**config.mk**
```make
export PLATFORM = sky130hd
export DESIGN_NAME = bottom
export DESIGN_NICKNAME = d
export VERILOG_FILES = /design/src/hw/bottomPkg.sv /design/src/hw/bottom.sv /design/src/hw/resultSender.sv /design/src/hw/bottomSequencer.sv /design/src/hw/bottomLeftLogic.sv /design/src/hw/incDec.sv /design/src/hw/regsBuses.sv /design/src/hw/opReceiver.sv
export SDC_FILE = /design/constraint.sdc
export NUM_CORES = 1
export LEC_CHECK = 0
export ABC_AREA = 1
export BUFFER_PORTS_ARGS = -buffer_cell sky130_fd_sc_hd__buf_2
export CORE_MARGIN = 1
export CORE_UTILIZATION = 50
export CTS_CLUSTER_DIAMETER = 200
export CTS_CLUSTER_SIZE = 40
export DETAILED_ROUTE_END_ITERATION = 6
export PLACE_DENSITY = 0.69
export SETUP_SLACK_MARGIN = 0.2
export SYNTH_ARGS = -nofsm -noshare
export SYNTH_HDL_FRONTEND = slang
export SYNTH_SLANG_ARGS = --single-unit
export TNS_END_PERCENT = 50
```
**constraint.sdc**
```tcl
create_clock -name CLK -period 3.3 [get_ports CLK]
set_input_delay 0.165 -clock CLK [delete_from_list [all_inputs] [get_ports CLK]]
set_output_delay 0.165 -clock CLK [all_outputs]
set_load 0.02 [all_outputs]
```
**src/hw/bottomPkg.sv**
```systemverilog
package bottomPkg;

	parameter int DataW = 8;	// Byte width
	parameter int AddrW = 16;	// Address and pair width

	// Byte register index, order matches the register file array
	typedef enum logic [2:0] {
		regB = 3'd0,
		regC = 3'd1,
		regD = 3'd2,
		regE = 3'd3,
		regH = 3'd4,
		regL = 3'd5,
		regA = 3'd6,
		regF = 3'd7
	} regSel;

	typedef enum logic [1:0] {
		pairBC = 2'd0,
		pairDE = 2'd1,
		pairHL = 2'd2,
		pairSP = 2'd3
	} pairSel;

	typedef enum logic [2:0] {
		opWrite   = 3'd0,
		opRead    = 3'd1,
		opIncDec  = 3'd2,
		opAddr    = 3'd3,
		opRst     = 3'd4,
		opOperand = 3'd5
	} bottomOp;

	typedef enum logic [1:0] {
		sIdle = 2'd0,
		sExec = 2'd1,
		sPost = 2'd2,
		sSend = 2'd3
	} seqState;

endpackage
```
**src/hw/bottom.sv**
```systemverilog
`timescale 1ns/1ps

module bottom #(
	parameter logic [bottomPkg::AddrW-1:0] RESET_PC = 16'h0000
) (
	input  logic                          CLK,
	input  logic                          rstN,
	input  logic                          cmdReq,
	output logic                          cmdAck,
	input  bottomPkg::bottomOp            cmdOp,
	input  bottomPkg::regSel              cmdReg,
	input  bottomPkg::pairSel             cmdPair,
	input  logic                          cmdDec,
	input  logic [bottomPkg::DataW-1:0]   cmdData,
	input  logic [3:0]                    cmdMask,
	input  logic                          cmdKill,
	input  logic [4:0]                    bro,
	output logic                          resReq,
	input  logic                          resAck,
	output logic [bottomPkg::AddrW-1:0]   resData,
	output logic [bottomPkg::AddrW-1:0]   addr,
	output logic                          bq4,
	output logic                          bq5,
	output logic                          bq7
);

	import bottomPkg::*;

	logic cmdValid;
	logic engineBusy;
	logic senderBusy;
	bottomOp opQ;
	regSel regQSel;
	pairSel pairQSel;
	logic decQ;
	logic [DataW-1:0] dataQ;
	logic [3:0] maskQ;
	logic killQ;

	logic regWe;
	regSel regWSel;
	logic [DataW-1:0] regWData;
	logic pairWe;
	pairSel pairWSel;
	logic [AddrW-1:0] pairWData;
	logic pcWe;
	logic [AddrW-1:0] pcWData;
	regSel regRSel;
	pairSel pairRSel;

	logic [DataW-1:0] regQ;
	logic [AddrW-1:0] pairQ;
	logic [AddrW-1:0] pcQ;
	logic [DataW-1:0] aQ;
	logic [AddrW-1:0] stepped;
	logic pairwise;
	logic [DataW-1:0] dv;
	logic resLoad;
	logic [AddrW-1:0] resValue;

	opReceiver receiver (
		.CLK(CLK),
		.rstN(rstN),
		.cmdReq(cmdReq),
		.cmdAck(cmdAck),
		.cmdOp(cmdOp),
		.cmdReg(cmdReg),
		.cmdPair(cmdPair),
		.cmdDec(cmdDec),
		.cmdData(cmdData),
		.cmdMask(cmdMask),
		.cmdKill(cmdKill),
		.engineBusy(engineBusy),
		.cmdValid(cmdValid),
		.opQ(opQ),
		.regQSel(regQSel),
		.pairQSel(pairQSel),
		.decQ(decQ),
		.dataQ(dataQ),
		.maskQ(maskQ),
		.killQ(killQ)
	);

	regsBuses #(
		.RESET_PC(RESET_PC)
	) regs (
		.CLK(CLK),
		.rstN(rstN),
		.regWe(regWe),
		.regWSel(regWSel),
		.regWData(regWData),
		.pairWe(pairWe),
		.pairWSel(pairWSel),
		.pairWData(pairWData),
		.pcWe(pcWe),
		.pcWData(pcWData),
		.regRSel(regRSel),
		.pairRSel(pairRSel),
		.regQ(regQ),
		.pairQ(pairQ),
		.pcQ(pcQ),
		.aQ(aQ)
	);

	incDec incdec (
		.value(pairQ),
		.dec(decQ),
		.pairwise(pairwise),
		.stepped(stepped)
	);

	bottomLeftLogic bottomLeft (
		.operand(regQ),
		.mask(maskQ),
		.kill(killQ),
		.aQ(aQ),
		.dv(dv),
		.bq4(bq4),
		.bq5(bq5),
		.bq7(bq7)
	);

	bottomSequencer sequencer (
		.CLK(CLK),
		.rstN(rstN),
		.cmdValid(cmdValid),
		.opQ(opQ),
		.regQSel(regQSel),
		.pairQSel(pairQSel),
		.dataQ(dataQ),
		.regQ(regQ),
		.pairQ(pairQ),
		.pcQ(pcQ),
		.stepped(stepped),
		.dv(dv),
		.bro(bro),
		.senderBusy(senderBusy),
		.engineBusy(engineBusy),
		.regWe(regWe),
		.regWSel(regWSel),
		.regWData(regWData),
		.pairWe(pairWe),
		.pairWSel(pairWSel),
		.pairWData(pairWData),
		.pcWe(pcWe),
		.pcWData(pcWData),
		.regRSel(regRSel),
		.pairRSel(pairRSel),
		.pairwise(pairwise),
		.addr(addr),
		.resLoad(resLoad),
		.resValue(resValue)
	);

	resultSender sender (
		.CLK(CLK),
		.rstN(rstN),
		.resLoad(resLoad),
		.resValue(resValue),
		.resReq(resReq),
		.resAck(resAck),
		.resData(resData),
		.senderBusy(senderBusy)
	);

endmodule

```
**src/hw/resultSender.sv**
```systemverilog
`timescale 1ns/1ps

module resultSender (
	input  logic                        CLK,
	input  logic                        rstN,
	input  logic                        resLoad,
	input  logic [bottomPkg::AddrW-1:0] resValue,
	output logic                        resReq,
	input  logic                        resAck,
	output logic [bottomPkg::AddrW-1:0] resData,
	output logic                        senderBusy
);

	import bottomPkg::*;

	typedef enum logic [1:0] {
		txIdle = 2'd0,
		txReq  = 2'd1,
		txWait = 2'd2
	} txState;

	txState state;

	always_ff @(posedge CLK or negedge rstN) begin
		if (!rstN) begin
			state <= txIdle;
		end else begin
			case (state)
				txIdle: if (resLoad) state <= txReq;
				txReq: if (resAck) state <= txWait;	// Sink took the word
				txWait: if (!resAck) state <= txIdle;
				default: state <= txIdle;
			endcase
		end
	end

	always_ff @(posedge CLK) begin
		if (resLoad && state == txIdle) resData <= resValue;
	end

	assign resReq = (state == txReq);
	assign senderBusy = (state != txIdle);

endmodule

```
**src/hw/bottomSequencer.sv**
```systemverilog
`timescale 1ns/1ps

module bottomSequencer (
	input  logic                          CLK,
	input  logic                          rstN,
	input  logic                          cmdValid,
	input  bottomPkg::bottomOp            opQ,
	input  bottomPkg::regSel              regQSel,
	input  bottomPkg::pairSel             pairQSel,
	input  logic [bottomPkg::DataW-1:0]   dataQ,
	input  logic [bottomPkg::DataW-1:0]   regQ,
	input  logic [bottomPkg::AddrW-1:0]   pairQ,
	input  logic [bottomPkg::AddrW-1:0]   pcQ,
	input  logic [bottomPkg::AddrW-1:0]   stepped,
	input  logic [bottomPkg::DataW-1:0]   dv,
	input  logic [4:0]                    bro,
	input  logic                          senderBusy,
	output logic                          engineBusy,
	output logic                          regWe,
	output bottomPkg::regSel              regWSel,
	output logic [bottomPkg::DataW-1:0]   regWData,
	output logic                          pairWe,
	output bottomPkg::pairSel             pairWSel,
	output logic [bottomPkg::AddrW-1:0]   pairWData,
	output logic                          pcWe,
	output logic [bottomPkg::AddrW-1:0]   pcWData,
	output bottomPkg::regSel              regRSel,
	output bottomPkg::pairSel             pairRSel,
	output logic                          pairwise,
	output logic [bottomPkg::AddrW-1:0]   addr,
	output logic                          resLoad,
	output logic [bottomPkg::AddrW-1:0]   resValue
);

	import bottomPkg::*;

	seqState state;
	seqState stateNext;
	logic [AddrW-1:0] vector;
	logic addrPhase;

	assign vector = {{(AddrW-8){1'b0}}, bro, 3'b000};	// Restart address, bro * 8
	assign addrPhase = (opQ == opAddr) && (state == sExec || state == sPost);

	always_ff @(posedge CLK or negedge rstN) begin
		if (!rstN) state <= sIdle;
		else state <= stateNext;
	end

	always_comb begin
		stateNext = state;
		case (state)
			sIdle: if (cmdValid) stateNext = sExec;
			sExec: stateNext = (opQ == opAddr) ? sPost : sSend;
			sPost: stateNext = sSend;
			sSend: if (!senderBusy) stateNext = sIdle;	// Result fully handed off
			default: stateNext = sIdle;
		endcase
	end

	always_comb begin
		regWe = 1'b0;
		pairWe = 1'b0;
		pcWe = 1'b0;
		resLoad = 1'b0;
		resValue = '0;
		case (state)
			sExec: begin
				resLoad = (opQ != opAddr);	// opAddr reports from sPost
				case (opQ)
					opWrite: begin
						regWe = 1'b1;
						resValue = {{(AddrW-DataW){1'b0}}, dataQ};
					end
					opRead: resValue = {{(AddrW-DataW){1'b0}}, regQ};
					opIncDec: begin
						pairWe = 1'b1;
						resValue = stepped;
					end
					opRst: begin
						pcWe = 1'b1;
						resValue = vector;
					end
					opOperand: resValue = {{(AddrW-DataW){1'b0}}, dv};
					default: resValue = '0;
				endcase
			end
			sPost: begin
				pairWe = 1'b1;	// Post increment or decrement
				resLoad = 1'b1;
				resValue = pairQ;	// Old value, write lands at cycle end
			end
			default: ;
		endcase
	end

	assign regWSel = regQSel;
	assign regWData = dataQ;
	assign pairWSel = pairQSel;
	assign pairWData = stepped;
	assign pcWData = vector;
	assign regRSel = regQSel;
	assign pairRSel = pairQSel;
	assign pairwise = (opQ == opRst);
	assign addr = addrPhase ? pairQ : pcQ;	// PC on the bus otherwise
	assign engineBusy = (state != sIdle) || senderBusy;

endmodule

```
**src/hw/bottomLeftLogic.sv**
```systemverilog
`timescale 1ns/1ps

module bottomLeftLogic (
	input  logic [bottomPkg::DataW-1:0] operand,
	input  logic [3:0]                  mask,
	input  logic                        kill,
	input  logic [bottomPkg::DataW-1:0] aQ,
	output logic [bottomPkg::DataW-1:0] dv,
	output logic                        bq4,
	output logic                        bq5,
	output logic                        bq7
);

	import bottomPkg::*;

	logic [3:0] hiNibble;

	// Per-bit clear of the high nibble for DAA corrections
	assign hiNibble = operand[7:4] & ~mask;

	always_comb begin
		if (kill) begin
			dv = '0;	// Operand forced to zero
		end else begin
			dv = {hiNibble, operand[3:0]};
		end
	end

	// Decimal adjust conditions from A
	assign bq4 = aQ[1] | aQ[2] | aQ[3];
	assign bq5 = aQ[5] | aQ[6] | aQ[7];
	assign bq7 = aQ[4] & aQ[7];

endmodule

```
**src/hw/incDec.sv**
```systemverilog
`timescale 1ns/1ps

module incDec (
	input  logic [bottomPkg::AddrW-1:0] value,
	input  logic                        dec,
	input  logic                        pairwise,
	output logic [bottomPkg::AddrW-1:0] stepped
);

	import bottomPkg::*;

	logic [AddrW-1:0] stepWord;
	logic [DataW-1:0] stepByte;
	logic [DataW-1:0] hiStepped;
	logic [DataW-1:0] loStepped;

	// Minus one is all ones, modulo width
	assign stepWord = dec ? {AddrW{1'b1}} : AddrW'(1);
	assign stepByte = dec ? {DataW{1'b1}} : DataW'(1);

	// Halves stepped on their own, no carry between them
	assign hiStepped = value[AddrW-1:DataW] + stepByte;
	assign loStepped = value[DataW-1:0] + stepByte;

	always_comb begin
		if (pairwise) begin
			stepped = {hiStepped, loStepped};
		end else begin
			stepped = value + stepWord;	// Full 16-bit carry chain
		end
	end

endmodule

```
**src/hw/regsBuses.sv**
```systemverilog
`timescale 1ns/1ps

module regsBuses #(
	parameter logic [bottomPkg::AddrW-1:0] RESET_PC = 16'h0000
) (
	input  logic                          CLK,
	input  logic                          rstN,
	input  logic                          regWe,
	input  bottomPkg::regSel              regWSel,
	input  logic [bottomPkg::DataW-1:0]   regWData,
	input  logic                          pairWe,
	input  bottomPkg::pairSel             pairWSel,
	input  logic [bottomPkg::AddrW-1:0]   pairWData,
	input  logic                          pcWe,
	input  logic [bottomPkg::AddrW-1:0]   pcWData,
	input  bottomPkg::regSel              regRSel,
	input  bottomPkg::pairSel             pairRSel,
	output logic [bottomPkg::DataW-1:0]   regQ,
	output logic [bottomPkg::AddrW-1:0]   pairQ,
	output logic [bottomPkg::AddrW-1:0]   pcQ,
	output logic [bottomPkg::DataW-1:0]   aQ
);

	import bottomPkg::*;

	logic [DataW-1:0] regs [8];	// B C D E H L A F
	logic [AddrW-1:0] sp;
	logic [AddrW-1:0] pc;

	always_ff @(posedge CLK or negedge rstN) begin
		if (!rstN) begin
			for (int i = 0; i < 8; i++) begin
				regs[i] <= '0;
			end
			sp <= '0;
			pc <= RESET_PC;
		end else begin
			if (regWe) regs[regWSel] <= regWData;
			// Pair write comes last so it overrides a byte write
			if (pairWe) begin
				case (pairWSel)
					pairBC: begin
						regs[regB] <= pairWData[AddrW-1:DataW];
						regs[regC] <= pairWData[DataW-1:0];
					end
					pairDE: begin
						regs[regD] <= pairWData[AddrW-1:DataW];
						regs[regE] <= pairWData[DataW-1:0];
					end
					pairHL: begin
						regs[regH] <= pairWData[AddrW-1:DataW];
						regs[regL] <= pairWData[DataW-1:0];
					end
					default: sp <= pairWData;
				endcase
			end
			if (pcWe) pc <= pcWData;
		end
	end

	always_comb begin
		case (pairRSel)
			pairBC: pairQ = {regs[regB], regs[regC]};
			pairDE: pairQ = {regs[regD], regs[regE]};
			pairHL: pairQ = {regs[regH], regs[regL]};
			default: pairQ = sp;
		endcase
	end

	assign regQ = regs[regRSel];
	assign aQ = regs[regA];	// Feeds decimal adjust flags
	assign pcQ = pc;

endmodule

```
**src/hw/opReceiver.sv**
```systemverilog
`timescale 1ns/1ps

module opReceiver (
	input  logic                          CLK,
	input  logic                          rstN,
	input  logic                          cmdReq,
	output logic                          cmdAck,
	input  bottomPkg::bottomOp            cmdOp,
	input  bottomPkg::regSel              cmdReg,
	input  bottomPkg::pairSel             cmdPair,
	input  logic                          cmdDec,
	input  logic [bottomPkg::DataW-1:0]   cmdData,
	input  logic [3:0]                    cmdMask,
	input  logic                          cmdKill,
	input  logic                          engineBusy,
	output logic                          cmdValid,
	output bottomPkg::bottomOp            opQ,
	output bottomPkg::regSel              regQSel,
	output bottomPkg::pairSel             pairQSel,
	output logic                          decQ,
	output logic [bottomPkg::DataW-1:0]   dataQ,
	output logic [3:0]                    maskQ,
	output logic                          killQ
);

	import bottomPkg::*;

	typedef enum logic {
		rxIdle = 1'b0,
		rxAck  = 1'b1
	} rxState;

	rxState state;
	logic accept;

	assign accept = (state == rxIdle) && cmdReq && !engineBusy;	// One command in flight
	assign cmdAck = (state == rxAck);

	always_ff @(posedge CLK or negedge rstN) begin
		if (!rstN) begin
			state <= rxIdle;
			cmdValid <= 1'b0;
		end else begin
			cmdValid <= accept;	// Single cycle pulse
			case (state)
				rxIdle: if (accept) state <= rxAck;
				rxAck: if (!cmdReq) state <= rxIdle;	// Wait for source to drop req
				default: state <= rxIdle;
			endcase
		end
	end

	// Command fields, captured once per request
	always_ff @(posedge CLK) begin
		if (accept) begin
			opQ <= cmdOp;
			regQSel <= cmdReg;
			pairQSel <= cmdPair;
			decQ <= cmdDec;
			dataQ <= cmdData;
			maskQ <= cmdMask;
			killQ <= cmdKill;
		end
	end

endmodule

```
==> results.ini <==
[outcome]
outcome=finished clean

[run]
maxCapViolCount=0

[sta]
setup_viol=0
finClkSkew_ns=0.0158
fin_crit_sh_pct=92.1
hold_viol_final=0
rsz0062_at_grt=yes
final_max_slew_viol_count=0
setup_tns_ns=0
fmax_mhz=329
slew_headroom_pct=45.5
worstMarginPinSlew_ns=0.815
period_minus_slack_ns=3.04

[global_routing]
grt_overflow=0
grt_pass1_wl_um=39100
grt_max_degree=48
grt_pass1_vias=6902
antenna_found_initial=0
global_route.usage.total_pct=33.1

[synth]
yosysTopAreaCellShare_pct=29.4
synthMuxAreaShare_pct=1.74
synth_compound_area_share_pct=19.1
mappedNetlistArea_mm2=0.00775
syn_nets=1022
synth.avg_cell_area_um2=8.01
yosysSeqAreaShare_pct=44.1
synth-seq-cells=129
yosys.area_share.simple_pct=21.5
ys.flop_type=dfrtp_1
synth_cell_type_count=55
synth_area_leader_cell=dfrtp_1
async_reset_ff_share_pct=70.5
synth_area_leaders=dfrtp_1 (29%), edfxtp_1 (15%), nand2_1 (11%), o21ai_0 (5.9%), inv_1 (5.1%)
syn_inst=968
ys_warn_count=0
synth_xor_area_share_pct=1.45
synth_top_family_by_area=simple AND/OR/NAND/NOR gates
synth_edf_count=38
synthAdderAreaFrac_pct=3.91

[final_layout]
syn2layout_area_growth_pct=23.0
diodes=0
fillers=1348
stdcell_area_mm2=0.00954
drive_gt1_share_pct=22.4
fin_util_pct=63.0
nets=1146

[clock_network]
clk_pin_slew_ns=0.07
h-tree-depth=4
cts_buffer_depth=2
clk_latency_ns=0.44
clock_sinks=129
cts_made_buffers=17
cts-root-buf=clkbuf_16
cts_tree=yes

[drt]
vias_per_cell=5.74
ant_nets=0
detail_route.wl_per_cell_um=20.0
drt-total-wl_um=25900
drtIter0Drc=697
drc_errors=0
via_count=7418
first_pass_iters=7

[setup_path]
critPathMaxFanout=7
worstSetupStartpointType=flop
crit_type=reg -> reg
worstSetupEndpointType=flop
cp.arrival_ns=3.21
cp.required_ns=3.47

[die]
core_mm2=0.0151
die_h_um=127
initial_core_util_pct=51.2
die_w_um=127
die_area_mm2=0.0160
io_pins=68
rows=45

[place]
io_buffer_count=67
dpl_cell_area_mm2=0.00843
dp_hpwl_um=18500
gp_congestion=0.972

[power_and_ir_drop]
power_density_mw_per_mm2=943
p_leak_nw=4.41
ir_drop_v=0.000549

[min_path]
min_path_type=in -> reg

-- routing by layer --
metal | up-vias | track usage [%] | part of all wire [%]
met5 | - | 0 | 0
met4 | 0 | 14.7 | 3.3
met3 | 63 | 6.71 | 7.3
met2 | 317 | 50.7 | 46
met1 | 3546 | 45.5 | 44
li1 | 3492 | - | -
-- through the flow --
step	hold slack [ns]	setup slack (ns)	std cells	power (W)
floorplan	-0.131	0.484	968	0.00529
global placement	0.223	0.117	1224	0.00671
detailed placement	0.222	0.127	1224	0.00673
CTS	0.0367	0.179	1283	0.00867
global route	0.0473	0.115	1293	0.00949
finish	0.0170	0.262	1293	0.00900
-- where the power goes --
part           total [W]  switching (W)  internal, W
logic            0.00436        0.00287      0.00149
clock network    0.00189       0.000811      0.00108
registers        0.00275       0.000455      0.00229
total            0.00900        0.00413      0.00486
-- synth_stat cells (7+ instances only) --
| cell | instances |
|---|---|
| dfrtp_1 | 91 |
| o221ai_1 | 8 |
| o22ai_1 | 14 |
| edfxtp_1 | 38 |
| buf_2 | 10 |
| inv_2 | 20 |
| a22oi_1 | 8 |
| nand2_2 | 11 |
| mux2i_1 | 9 |
| a21oi_1 | 48 |
| o211ai_1 | 9 |
| nand2_1 | 232 |
| o21ai_1 | 62 |
| nor2_1 | 44 |
| clkbuf_1 | 18 |
| xor2_1 | 7 |
| o21ai_0 | 91 |
| nand3_1 | 41 |
| ha_1 | 21 |
| inv_1 | 106 |
-- path summary, 6_finish.rpt --
| kind | start | end | slack, ns | cells past startpoint |
|---|---|---|---|---|
| setup / recovery | receiver.pairQSel[1] | sender.resData[12] | 0.26 | 15 |
| hold / removal | bro[3] | regs.pcQ[6] | 0.02 | 3 |
| setup reg to reg | receiver.pairQSel[1] | sender.resData[12] | 0.26 | 15 |
| hold reg to reg | sender.state[0] | sender.state[1] | 0.47 | 1 |
| max in group asynchronous | rstN | regs.sp[8] | 2.22 | 3 |
| min in group asynchronous | rstN | regs.regs[20] | 0.30 | 2 |
-- worst max-delay path, cell delays in order, from the launching register on --
cell and delay [ns]:
edfxtp_1 0.41, buf_4 0.16, nor2_4 0.12, clkinvlp_4 0.18, o221ai_1 0.24, o21ai_1 0.16, inv_1 0.13, ha_2 0.33
a21oi_2 0.20, o21ai_0 0.12, nand3_1 0.08, nand3_1 0.12, xnor2_1 0.16, nand2_1 0.18, nand3_1 0.11, a21oi_1 0.07
-- layout by cell type, fill, tap and decap left out, drive strengths merged, types with 9 or more instances in the layout --
cell type    count
buf            110
ha              21
nand3           46
o211ai           9
o21ai          156
clkbuf          18
inv            134
nand2          249
nor2            53
dlygate4sd3     27
o22ai           14
a21oi           51
edfxtp          38
dfrtp           91
mux2i            9
-- kinds of logic after synthesis --
family	Yosys count
and+or+nand+nor	369
AOI/OAI and AO/OA	262
buffers and inverters	160
DFF	129
adders and majority gates	23
muxes	13
xor gates and xnor gates	12
-- cell type report --
class / count / area (um^2) / share of cell area (%)
clock buffers: 18 / 439 / 4.61
clock inverters: 14 / 143 / 1.50
inverters: 128 / 492 / 5.16
multi-input cells: 679 / 3870 / 40.6
flip-flops and latches: 129 / 3420 / 35.8
well taps: 188 / 235 / 2.47
repair buffers: 137 / 935 / 9.80
-- what timing repair did --
| action | 4_1_cts | 5_1_grt |
|---|---|---|
| hold buffers | 27 | 0 |
| resized for setup | 4 | 53 |
| hold endpoints to repair | 71 | 0 |
| setup endpoints to repair | 18 | 48 |
| buffers inserted | 0 | 10 |
| pin swaps | 1 | 10 |
Note: power is estimated with default switching activity, not from simulation.
